$ cat config.mk
export PLATFORM = sky130hd
export DESIGN_NAME = gpu_top
export DESIGN_NICKNAME = d
export VERILOG_FILES = /design/src/source/gpu_pkg.sv /design/src/source/gpu_top.sv /design/src/source/gpu_pixel_out.sv /design/src/source/gpu_arc_engine.sv /design/src/source/gpu_fill_engine.sv /design/src/source/gpu_line_engine.sv /design/src/source/gpu_controller.sv /design/src/source/gpu_cmd_fifo.sv
export VERILOG_INCLUDE_DIRS = /design/src /design/src/source
export SDC_FILE = /design/constraint.sdc
export NUM_CORES = 1
export LEC_CHECK = 0
export ABC_AREA = 1
export ABC_CLOCK_PERIOD_IN_PS = 12720
export BUFFER_PORTS_ARGS = -buffer_cell sky130_fd_sc_hd__buf_2
export CORE_MARGIN = 2
export CORE_UTILIZATION = 65
export CTS_BUF_LIST = sky130_fd_sc_hd__clkbuf_8
export CTS_CLUSTER_SIZE = 40
export DETAILED_ROUTE_END_ITERATION = 6
export PLACE_DENSITY = 0.86
export REMOVE_ABC_BUFFERS = 1
export SETUP_SLACK_MARGIN = 0.2
export SLEW_MARGIN = 20
export SYNTH_ARGS = -nofsm -noshare
export SYNTH_HDL_FRONTEND = slang
export SYNTH_SLANG_ARGS = --single-unit
export TNS_END_PERCENT = 50
$ cat constraint.sdc
create_clock -name clk -period 12.72 [get_ports clk]
set_input_delay 2.544 -clock clk [delete_from_list [all_inputs] [get_ports clk]]
set_output_delay 2.544 -clock clk [all_outputs]
set_load 0.01 [all_outputs]
$ cat src/source/gpu_cfg.svh
`ifndef GPU_CFG_SVH
`define GPU_CFG_SVH

// screen coordinate widths, x also sizes the arc radius
`define GPU_WIDTH_BITS 8
`define GPU_HEIGHT_BITS 8

// per colour channel
`define GPU_CHANNEL_BITS 8

// command queue entries, must stay a power of two
`define GPU_FIFO_DEPTH 8

`endif
$ cat src/source/gpu_pkg.sv
`include "gpu_cfg.svh"

package gpu_pkg;

  // anything outside these four codes is treated as a no-op
  typedef enum logic [3:0] {
    OP_LINE  = 4'b0100,
    OP_FILL  = 4'b0101,
    OP_ARC   = 4'b0111,
    OP_FLUSH = 4'b1000
  } opcode_e;

  typedef struct packed {
    logic [`GPU_WIDTH_BITS-1:0]  x1;
    logic [`GPU_HEIGHT_BITS-1:0] y1;
    logic [`GPU_WIDTH_BITS-1:0]  x2;
    logic [`GPU_HEIGHT_BITS-1:0] y2;
  } corners_t;

  typedef struct packed {
    logic [`GPU_WIDTH_BITS-1:0]  cx;
    logic [`GPU_HEIGHT_BITS-1:0] cy;
    logic [`GPU_WIDTH_BITS-1:0]  rad;
    logic [2:0]                  oct;
    logic [`GPU_HEIGHT_BITS-4:0] pad;   // fills out to the corners_t width
  } arc_t;

  typedef union packed {
    corners_t corners;
    arc_t     arc;
  } coord_u;

  typedef struct packed {
    logic [`GPU_CHANNEL_BITS-1:0] r;
    logic [`GPU_CHANNEL_BITS-1:0] g;
    logic [`GPU_CHANNEL_BITS-1:0] b;
  } color_t;

  typedef struct packed {
    opcode_e op;
    coord_u  coord;
    color_t  color;
  } cmd_t;

  typedef struct packed {
    logic [`GPU_WIDTH_BITS-1:0]  x;
    logic [`GPU_HEIGHT_BITS-1:0] y;
  } pixel_t;

  typedef struct packed {
    pixel_t pix;
    color_t color;
  } pix_wr_t;

endpackage

$ cat src/source/gpu_top.sv
module gpu_top
(
  input  logic             clk,
  input  logic             n_rst,
  input  gpu_pkg::cmd_t    cmd_i,
  input  logic             cmd_valid_i,
  output logic             cmd_full_o,
  output gpu_pkg::pix_wr_t pix_o,
  output logic             pix_valid_o,
  output logic             flush_o
);

  gpu_pkg::cmd_t     head;
  gpu_pkg::corners_t corners;
  gpu_pkg::arc_t     arc;
  gpu_pkg::color_t   color;
  gpu_pkg::pixel_t   line_pix;
  gpu_pkg::pixel_t   fill_pix;
  gpu_pkg::pixel_t   arc_pix;
  logic empty;
  logic pop;
  logic line_start;
  logic fill_start;
  logic arc_start;
  logic line_valid;
  logic fill_valid;
  logic arc_valid;
  logic line_done;
  logic fill_done;
  logic arc_done;

  gpu_cmd_fifo u_fifo (
    .clk(clk), .n_rst(n_rst), .push_i(cmd_valid_i), .data_i(cmd_i), .pop_i(pop),
    .head_o(head), .empty_o(empty), .full_o(cmd_full_o)
  );

  gpu_controller u_ctrl (
    .clk(clk), .n_rst(n_rst), .cmd_i(head), .empty_i(empty), .pop_o(pop),
    .line_start_o(line_start), .fill_start_o(fill_start), .arc_start_o(arc_start),
    .corners_o(corners), .arc_o(arc), .line_done_i(line_done), .fill_done_i(fill_done),
    .arc_done_i(arc_done), .color_o(color), .flush_o(flush_o)
  );

  gpu_line_engine u_line (
    .clk(clk), .n_rst(n_rst), .start_i(line_start), .corners_i(corners),
    .pix_o(line_pix), .valid_o(line_valid), .done_o(line_done)
  );

  gpu_fill_engine u_fill (
    .clk(clk), .n_rst(n_rst), .start_i(fill_start), .corners_i(corners),
    .pix_o(fill_pix), .valid_o(fill_valid), .done_o(fill_done)
  );

  gpu_arc_engine u_arc (
    .clk(clk), .n_rst(n_rst), .start_i(arc_start), .arc_i(arc),
    .pix_o(arc_pix), .valid_o(arc_valid), .done_o(arc_done)
  );

  gpu_pixel_out u_pix (
    .clk(clk), .n_rst(n_rst),
    .line_pix_i(line_pix), .line_valid_i(line_valid),
    .fill_pix_i(fill_pix), .fill_valid_i(fill_valid),
    .arc_pix_i(arc_pix), .arc_valid_i(arc_valid),
    .color_i(color), .pix_o(pix_o), .pix_valid_o(pix_valid_o)
  );

endmodule

$ cat src/source/gpu_pixel_out.sv
module gpu_pixel_out
(
  input  logic             clk,
  input  logic             n_rst,
  input  gpu_pkg::pixel_t  line_pix_i,
  input  logic             line_valid_i,
  input  gpu_pkg::pixel_t  fill_pix_i,
  input  logic             fill_valid_i,
  input  gpu_pkg::pixel_t  arc_pix_i,
  input  logic             arc_valid_i,
  input  gpu_pkg::color_t  color_i,
  output gpu_pkg::pix_wr_t pix_o,
  output logic             pix_valid_o
);

  gpu_pkg::pixel_t sel_pix;
  logic sel_valid;

  assign sel_valid = line_valid_i || fill_valid_i || arc_valid_i;

  // only one engine runs at a time
  always_comb
  begin
    if (line_valid_i)
      sel_pix = line_pix_i;
    else if (fill_valid_i)
      sel_pix = fill_pix_i;
    else
      sel_pix = arc_pix_i;
  end

  always_ff @(posedge clk, negedge n_rst)
  begin
    if (!n_rst)
      pix_valid_o <= 1'b0;
    else
      pix_valid_o <= sel_valid;
  end

  always_ff @(posedge clk)
  begin
    if (sel_valid)
    begin
      pix_o.pix   <= sel_pix;
      pix_o.color <= color_i;
    end
  end

endmodule

$ cat src/source/gpu_arc_engine.sv
`include "gpu_cfg.svh"

module gpu_arc_engine
(
  input  logic            clk,
  input  logic            n_rst,
  input  logic            start_i,
  input  gpu_pkg::arc_t   arc_i,
  output gpu_pkg::pixel_t pix_o,
  output logic            valid_o,
  output logic            done_o
);

  localparam int W  = `GPU_WIDTH_BITS;
  localparam int H  = `GPU_HEIGHT_BITS;
  localparam int DW = W + 3;

  logic busy;
  logic [W-1:0] ax;   // canonical x, counts down from rad
  logic [W-1:0] ay;   // canonical y, counts up from zero
  logic [W-1:0] ax_n;
  logic [W-1:0] ay_n;
  logic [W-1:0] hx;
  logic [W-1:0] hy;
  logic [W-1:0] cx;
  logic [H-1:0] cy;
  logic signed [DW-1:0] d;
  logic signed [DW-1:0] d_inc;
  logic swap;
  logic neg_x;
  logic neg_y;

  assign ay_n  = ay + 1'b1;
  assign ax_n  = d[DW-1] ? ax : ax - 1'b1;
  assign d_inc = d[DW-1] ? (DW'(ay_n) <<< 1) + DW'(1)
                         : ((DW'(ay_n) - DW'(ax_n)) <<< 1) + DW'(1);

  // fold the canonical octant into the selected one
  assign hx      = swap ? ay : ax;
  assign hy      = swap ? ax : ay;
  assign pix_o.x = neg_x ? cx - hx : cx + hx;
  assign pix_o.y = neg_y ? cy - H'(hy) : cy + H'(hy);
  assign valid_o = busy;
  assign done_o  = busy && ((ay >= ax) || (ay_n > ax_n));

  always_ff @(posedge clk, negedge n_rst)
  begin
    if (!n_rst)
      busy <= 1'b0;
    else if (start_i)
      busy <= 1'b1;
    else if (done_o)
      busy <= 1'b0;
  end

  always_ff @(posedge clk)
  begin
    if (start_i)
    begin
      ax    <= arc_i.rad;
      ay    <= '0;
      d     <= DW'(1) - DW'(arc_i.rad);
      cx    <= arc_i.cx;
      cy    <= arc_i.cy;
      swap  <= arc_i.oct[0] ^ arc_i.oct[1];
      neg_x <= arc_i.oct[1] ^ arc_i.oct[2];
      neg_y <= arc_i.oct[2];
    end
    else if (busy && !done_o)
    begin
      ax <= ax_n;
      ay <= ay_n;
      d  <= d + d_inc;
    end
  end

endmodule

$ cat src/source/gpu_fill_engine.sv
`include "gpu_cfg.svh"

module gpu_fill_engine
(
  input  logic              clk,
  input  logic              n_rst,
  input  logic              start_i,
  input  gpu_pkg::corners_t corners_i,
  output gpu_pkg::pixel_t   pix_o,
  output logic              valid_o,
  output logic              done_o
);

  logic busy;
  logic [`GPU_WIDTH_BITS-1:0]  x;
  logic [`GPU_WIDTH_BITS-1:0]  x_lo;
  logic [`GPU_WIDTH_BITS-1:0]  x_hi;
  logic [`GPU_HEIGHT_BITS-1:0] y;
  logic [`GPU_HEIGHT_BITS-1:0] y_hi;
  logic row_end;

  assign row_end = (x == x_hi);
  assign pix_o.x = x;
  assign pix_o.y = y;
  assign valid_o = busy;
  assign done_o  = busy && row_end && (y == y_hi);   // opposite corner

  always_ff @(posedge clk, negedge n_rst)
  begin
    if (!n_rst)
      busy <= 1'b0;
    else if (start_i)
      busy <= 1'b1;
    else if (done_o)
      busy <= 1'b0;
  end

  always_ff @(posedge clk)
  begin
    if (start_i)
    begin
      // order the corners so the scan always counts up
      x_lo <= (corners_i.x1 < corners_i.x2) ? corners_i.x1 : corners_i.x2;
      x_hi <= (corners_i.x1 < corners_i.x2) ? corners_i.x2 : corners_i.x1;
      y_hi <= (corners_i.y1 < corners_i.y2) ? corners_i.y2 : corners_i.y1;
      x    <= (corners_i.x1 < corners_i.x2) ? corners_i.x1 : corners_i.x2;
      y    <= (corners_i.y1 < corners_i.y2) ? corners_i.y1 : corners_i.y2;
    end
    else if (busy)
    begin
      if (row_end)
      begin
        x <= x_lo;
        y <= y + 1'b1;
      end
      else
        x <= x + 1'b1;
    end
  end

endmodule

$ cat src/source/gpu_line_engine.sv
`include "gpu_cfg.svh"

module gpu_line_engine
(
  input  logic              clk,
  input  logic              n_rst,
  input  logic              start_i,
  input  gpu_pkg::corners_t corners_i,
  output gpu_pkg::pixel_t   pix_o,
  output logic              valid_o,
  output logic              done_o
);

  localparam int CW = (`GPU_WIDTH_BITS > `GPU_HEIGHT_BITS) ? `GPU_WIDTH_BITS : `GPU_HEIGHT_BITS;
  localparam int EW = CW + 3;   // room for twice the error plus sign

  logic busy;
  logic [`GPU_WIDTH_BITS-1:0]  x;
  logic [`GPU_WIDTH_BITS-1:0]  x_end;
  logic [`GPU_HEIGHT_BITS-1:0] y;
  logic [`GPU_HEIGHT_BITS-1:0] y_end;
  logic signed [EW-1:0] ddx;
  logic signed [EW-1:0] ddy;
  logic signed [EW-1:0] adx;
  logic signed [EW-1:0] ndy;
  logic signed [EW-1:0] dx;
  logic signed [EW-1:0] dy;    // kept negative
  logic signed [EW-1:0] err;
  logic signed [EW-1:0] e2;
  logic sx_neg;
  logic sy_neg;

  assign ddx = EW'(corners_i.x2) - EW'(corners_i.x1);
  assign ddy = EW'(corners_i.y2) - EW'(corners_i.y1);
  assign adx = ddx[EW-1] ? -ddx : ddx;
  assign ndy = ddy[EW-1] ? ddy : -ddy;
  assign e2  = err <<< 1;

  assign pix_o.x = x;
  assign pix_o.y = y;
  assign valid_o = busy;
  assign done_o  = busy && (x == x_end) && (y == y_end);

  always_ff @(posedge clk, negedge n_rst)
  begin
    if (!n_rst)
      busy <= 1'b0;
    else if (start_i)
      busy <= 1'b1;
    else if (done_o)
      busy <= 1'b0;
  end

  always_ff @(posedge clk)
  begin
    if (start_i)
    begin
      x      <= corners_i.x1;
      y      <= corners_i.y1;
      x_end  <= corners_i.x2;
      y_end  <= corners_i.y2;
      dx     <= adx;
      dy     <= ndy;
      err    <= adx + ndy;
      sx_neg <= ddx[EW-1];
      sy_neg <= ddy[EW-1];
    end
    else if (busy && !done_o)
    begin
      err <= err + ((e2 >= dy) ? dy : EW'(0)) + ((e2 <= dx) ? dx : EW'(0));
      if (e2 >= dy)
        x <= sx_neg ? x - 1'b1 : x + 1'b1;
      if (e2 <= dx)
        y <= sy_neg ? y - 1'b1 : y + 1'b1;
    end
  end

endmodule

$ cat src/source/gpu_controller.sv
module gpu_controller
(
  input  logic              clk,
  input  logic              n_rst,
  input  gpu_pkg::cmd_t     cmd_i,
  input  logic              empty_i,
  output logic              pop_o,
  output logic              line_start_o,
  output logic              fill_start_o,
  output logic              arc_start_o,
  output gpu_pkg::corners_t corners_o,
  output gpu_pkg::arc_t     arc_o,
  input  logic              line_done_i,
  input  logic              fill_done_i,
  input  logic              arc_done_i,
  output gpu_pkg::color_t   color_o,
  output logic              flush_o
);

  typedef enum logic [1:0] {IDLE, DECODE, BUSY} state_e;

  state_e state;
  state_e state_n;
  gpu_pkg::opcode_e op_q;   // draw that is running
  logic decode;
  logic draw;
  logic done;

  assign decode       = (state == DECODE);
  assign line_start_o = decode && (cmd_i.op == gpu_pkg::OP_LINE);
  assign fill_start_o = decode && (cmd_i.op == gpu_pkg::OP_FILL);
  assign arc_start_o  = decode && (cmd_i.op == gpu_pkg::OP_ARC);
  assign flush_o      = decode && (cmd_i.op == gpu_pkg::OP_FLUSH);
  assign draw         = line_start_o || fill_start_o || arc_start_o;

  // same coordinate bits, read in each view
  assign corners_o = cmd_i.coord.corners;
  assign arc_o     = cmd_i.coord.arc;

  always_comb
  begin
    case (op_q)
      gpu_pkg::OP_LINE: done = line_done_i;
      gpu_pkg::OP_FILL: done = fill_done_i;
      default:          done = arc_done_i;
    endcase
  end

  always_comb
  begin
    state_n = state;
    pop_o   = 1'b0;
    case (state)
      IDLE:
        if (!empty_i)
          state_n = DECODE;
      DECODE:
      begin
        state_n = draw ? BUSY : IDLE;
        pop_o   = !draw;   // flush and no-op retire right away
      end
      default:
        if (done)
        begin
          pop_o   = 1'b1;
          state_n = IDLE;
        end
    endcase
  end

  always_ff @(posedge clk, negedge n_rst)
  begin
    if (!n_rst)
      state <= IDLE;
    else
      state <= state_n;
  end

  // colour held for the pixel stage until the next draw
  always_ff @(posedge clk)
  begin
    if (draw)
    begin
      op_q    <= cmd_i.op;
      color_o <= cmd_i.color;
    end
  end

endmodule

$ cat src/source/gpu_cmd_fifo.sv
`include "gpu_cfg.svh"

module gpu_cmd_fifo
(
  input  logic          clk,
  input  logic          n_rst,
  input  logic          push_i,
  input  gpu_pkg::cmd_t data_i,
  input  logic          pop_i,
  output gpu_pkg::cmd_t head_o,
  output logic          empty_o,
  output logic          full_o
);

  localparam int AW = $clog2(`GPU_FIFO_DEPTH);

  gpu_pkg::cmd_t mem [`GPU_FIFO_DEPTH];
  logic [AW:0] wr_ptr;   // extra msb tells full from empty
  logic [AW:0] rd_ptr;
  logic do_push;
  logic do_pop;

  assign empty_o = (wr_ptr == rd_ptr);
  assign full_o  = (wr_ptr[AW] != rd_ptr[AW]) && (wr_ptr[AW-1:0] == rd_ptr[AW-1:0]);
  assign do_push = push_i && !full_o;   // push into a full queue is lost
  assign do_pop  = pop_i && !empty_o;
  assign head_o  = mem[rd_ptr[AW-1:0]];

  always_ff @(posedge clk, negedge n_rst)
  begin
    if (!n_rst)
    begin
      wr_ptr <= '0;
      rd_ptr <= '0;
    end
    else
    begin
      if (do_push)
        wr_ptr <= wr_ptr + 1'b1;
      if (do_pop)
        rd_ptr <= rd_ptr + 1'b1;
    end
  end

  always_ff @(posedge clk)
  begin
    if (do_push)
      mem[wr_ptr[AW-1:0]] <= data_i;
  end

endmodule

==> metrics.md <==
| Metric | Value |
|---|---|
| Clock skew | `0.0377 ns` |
| FMAX | `144 MHz` |
| Root buf cell | `clkbuf_8` |
| Slew Viols, Final | `0` |
| Critical R2R Capture | `u_line.err[9]` |
| Slack of the critical path | `5.76 ns` |
| Max-cap viol count | `0` |
| GP Congestion | `0.964` |
| Share of cells above drive strength 1 | `9.99%` |
| HPWL after DPL | `50400 um` |
| Die height | `231 um` |
| Compound-gate portion of the synthesized area | `11.5%` |
| Ys async rst share | `1.96%` |
| Register area share after synthesis | `63.3%` |
| Deepest clock path buffer count | `3` |
| Routed vias/inst | `6.05` |
| CP cell instances | `inv_6 -> buf_4 -> o21ai_0 -> o21ai_0 -> inv_1 -> o21ai_1 -> nand3_1 -> nor2_1 -> buf_2` |
| Die area | `0.0536 sq mm` |
| Fin util | `71.6%` |
| Top cells by area, synth | `edfxtp_1, o21ai_0, nor2_1` |
| Initial antenna violation count | `7` |
| Via count of the first global-routing pass | `23200` |
| Gr ovfl total | `0` |
| DR vias | `23700` |
| All-Layer GR Usage | `30.3%` |
| H-tree depth | `3` |
| CTS tree | `done` |
| RR Startpoint | `u_fifo.rd_ptr[0]` |
| Number of buffers created by CTS | `107` |
| Adder-Cell Fraction of Synth Area | `5.37%` |
| Final setup violation count | `0` |
| Rows | `83` |
| Outcome | `finished clean` |
| First DRT Iteration DRCs | `2686` |
| Final Critical Period | `6.96 ns` |
| Worst reg2reg setup slack | `5.90 ns` |
| Post-synthesis xor/xnor area fraction | `2.94%` |
| Clock Sinks | `714` |
| Crit-path max FO | `133` |
| Critical path's slowest cell | `buf_4` |
| Post-synth EDFFs | `692` |
| Synth Warn # | `0` |
| Hold path startpoint | `u_ctrl.color_o[15]` |
| Post-synthesis simple-gate area fraction | `11.2%` |
| Final ANT Viol Nets | `0` |
| Synthesized flop and latch total | `714` |
| Worst EP required | `10.18 ns` |
| Largest net degree at the start of global routing | `134` |
| Post-Syn Area | `0.0336 sq mm` |
| I/O pins | `106` |
| Most common flop cell mapped by yosys | `edfxtp_1` |
| R2R depth | `28` |
| Crit end category | `output port` |
| RSZ-0062 raised after global routing | `no` |
| Synth-to-Final Area Change | `9.08%` |
| Pre-Repair DR Iteration Count | `6` |
| Slew at the pin closest to its max-slew limit | `1.07 ns` |
| Slew margin rel. | `28.4%` |
| Final Hold Viols | `0` |
| CP Class | `flop to output port` |
| Yosys cell types | `60` |
| Width of the chip | `231 um` |
| Initial core utilization | `65.7%` |
| Hold Path Cell Cnt | `0` |
| Setup bufs post-CTS | `0` |
| CP arrival | `4.41 ns` |
| Largest family of logic cells by synthesized area | `compound AO/OA/AOI/OAI gates` |
| Layout net count | `3340` |
| Startpoint types | `flop` |
| Clock Pin Slew Worst Setup and Hold Paths | `0.07 ns` |
| CP most frequent cell | `o21ai_0` |
| Gate count after technology mapping | `3036` |
| Post-CTS Resized | `0` |
| Core footprint | `0.0512 sq mm` |
| DRC Markers | `0` |
| First-pass GRT wire length | `125000 um` |
| Hold Crit Class | `flop to flop` |
| Yosys top cell area share | `61.8%` |
| Most common cell in the netlist | `edfxtp_1` |
| Post-Place Worst Slack | `6.16 ns` |
| Synth Area per Inst | `11.1 sq um` |
| Mux contribution to synthesized area | `0.179%` |
| Port Buf Inserts | `105` |
| Hold EP | `u_pix.pix_o[15]` |
| Hold_buf cts | `0` |
| Clock Latency Late Sink | `0.74 ns` |
| Largest area contributor in the netlist | `edfxtp_1` |
| Slowest stage delay, CP | `0.94 ns` |
| Avg WL per Cell | `20.7 um` |
| Most frequent cells after synthesis | `edfxtp_1, nor2_1, nand2_1, o21ai_0, inv_1` |
| Final period utilization | `54.7%` |
| DRT Wirelength | `81100 um` |
| Post-Route Setup TNS | `0 ns` |
sequential cells by signal (all words and copies together) (netlist names), 2 cells and up:
| signal | flops |
|---|---|
| u_ctrl.state | 2 |
| u_fifo.mem | 480 |
| u_fifo.wr_ptr | 4 |
| u_arc.cy | 8 |
| u_fill.y_hi | 8 |
| u_line.x_end | 8 |
| u_fill.x | 8 |
| u_line.x | 8 |
| u_line.y | 8 |
| u_fill.x_hi | 8 |
| u_line.err | 10 |
| u_ctrl.op_q | 4 |
| u_arc.cx | 8 |
| u_line.dy | 11 |
| u_pix.pix_o | 40 |
| u_ctrl.color_o | 24 |
| u_arc.ay | 8 |
| u_fifo.rd_ptr | 4 |
| u_arc.ax | 8 |
| u_arc.d | 11 |
| u_fill.x_lo | 8 |
| u_line.y_end | 8 |
| u_fill.y | 8 |
| u_line.dx | 11 |
cell type report:
type	instances	area, sq um
Fill cell	3346	14500
Multi-Input combinational cell	1905	10600
Inverter	291	1100
Antenna cell	6	15.0
Sequential cell	714	21300
Timing Repair Buffer	125	683
Tap cell	680	851
Clock inverter	89	624
Clock buffer	110	1510
per-stage QoR:
step | instance area, sq um | hold WS [ns] | cells
detailed placement | 34500 | 0.405 | 3714
global placement | 34500 | 0.405 | 3714
CTS | 36600 | 0.413 | 3913
floorplan | 32900 | 0.400 | 2910
finish | 36700 | 0.411 | 3920
global route | 36700 | 0.416 | 3917
critical path: cells and delay by family, from the launching register on:
family	cells	cell delay, ns
AO/OA/AOI/OAI	3	0.68
flip-flops	1	0.74
buffers and inverters	4	1.90
AND/OR/NAND/NOR	2	0.22
cells in the final DEF (no fill, tap or decap), types with 17 or more instances in the layout:
master | Yosys | routed
edfxtp_1 | 692 | 692
nor2_1 | 449 | 441
nand2_1 | 390 | 390
o21ai_0 | 363 | 361
inv_1 | 279 | 308
ha_1 | 114 | 114
clkbuf_8 | 0 | 110
buf_2 | 37 | 105
a21oi_1 | 104 | 104
o22ai_1 | 95 | 95
xor2_1 | 75 | 75
nand3_1 | 60 | 59
o21ai_1 | 44 | 46
xnor2_1 | 38 | 38
clkinv_1 | 1 | 35
a31oi_1 | 34 | 34
o21ai_2 | 20 | 19
fa_1 | 19 | 19
buf_4 | 20 | 19
nor3_1 | 17 | 17
how the worst max path moves through the flow:
stage                           from             to  slack, ns  cells after the start
floorplan           u_fifo.rd_ptr[0]  u_line.err[9]       3.80                     30
global placement    u_fifo.rd_ptr[0]  u_line.err[9]       6.43                     28
detailed placement  u_fifo.rd_ptr[0]  u_line.err[9]       6.16                     28
CTS                 u_fifo.rd_ptr[0]        flush_o       5.86                      9
global route        u_fifo.rd_ptr[0]        flush_o       5.35                      9
finish              u_fifo.rd_ptr[0]        flush_o       5.76                      9
logic make-up after synthesis:
logic type	after synthesis
flops	714
compound gates	700
buf+inv	418
fa+ha+maj	133
other cells	1
xor+xnor	113
simple gates	951
mux	6
per-layer routing:
metal  share of wire, %  vias to the layer above  global-route usage, %
met3                9.3                      169                   5.77
met1                 39                    11400                   39.6
met5              0.033                        -                      0
li1                   -                    10800                      -
met4                3.0                        4                   12.5
met2                 49                     1286                   50.0
Power is not shown: default switching activity piles up to over one toggle a cycle in this logic, so the estimate is an artifact.
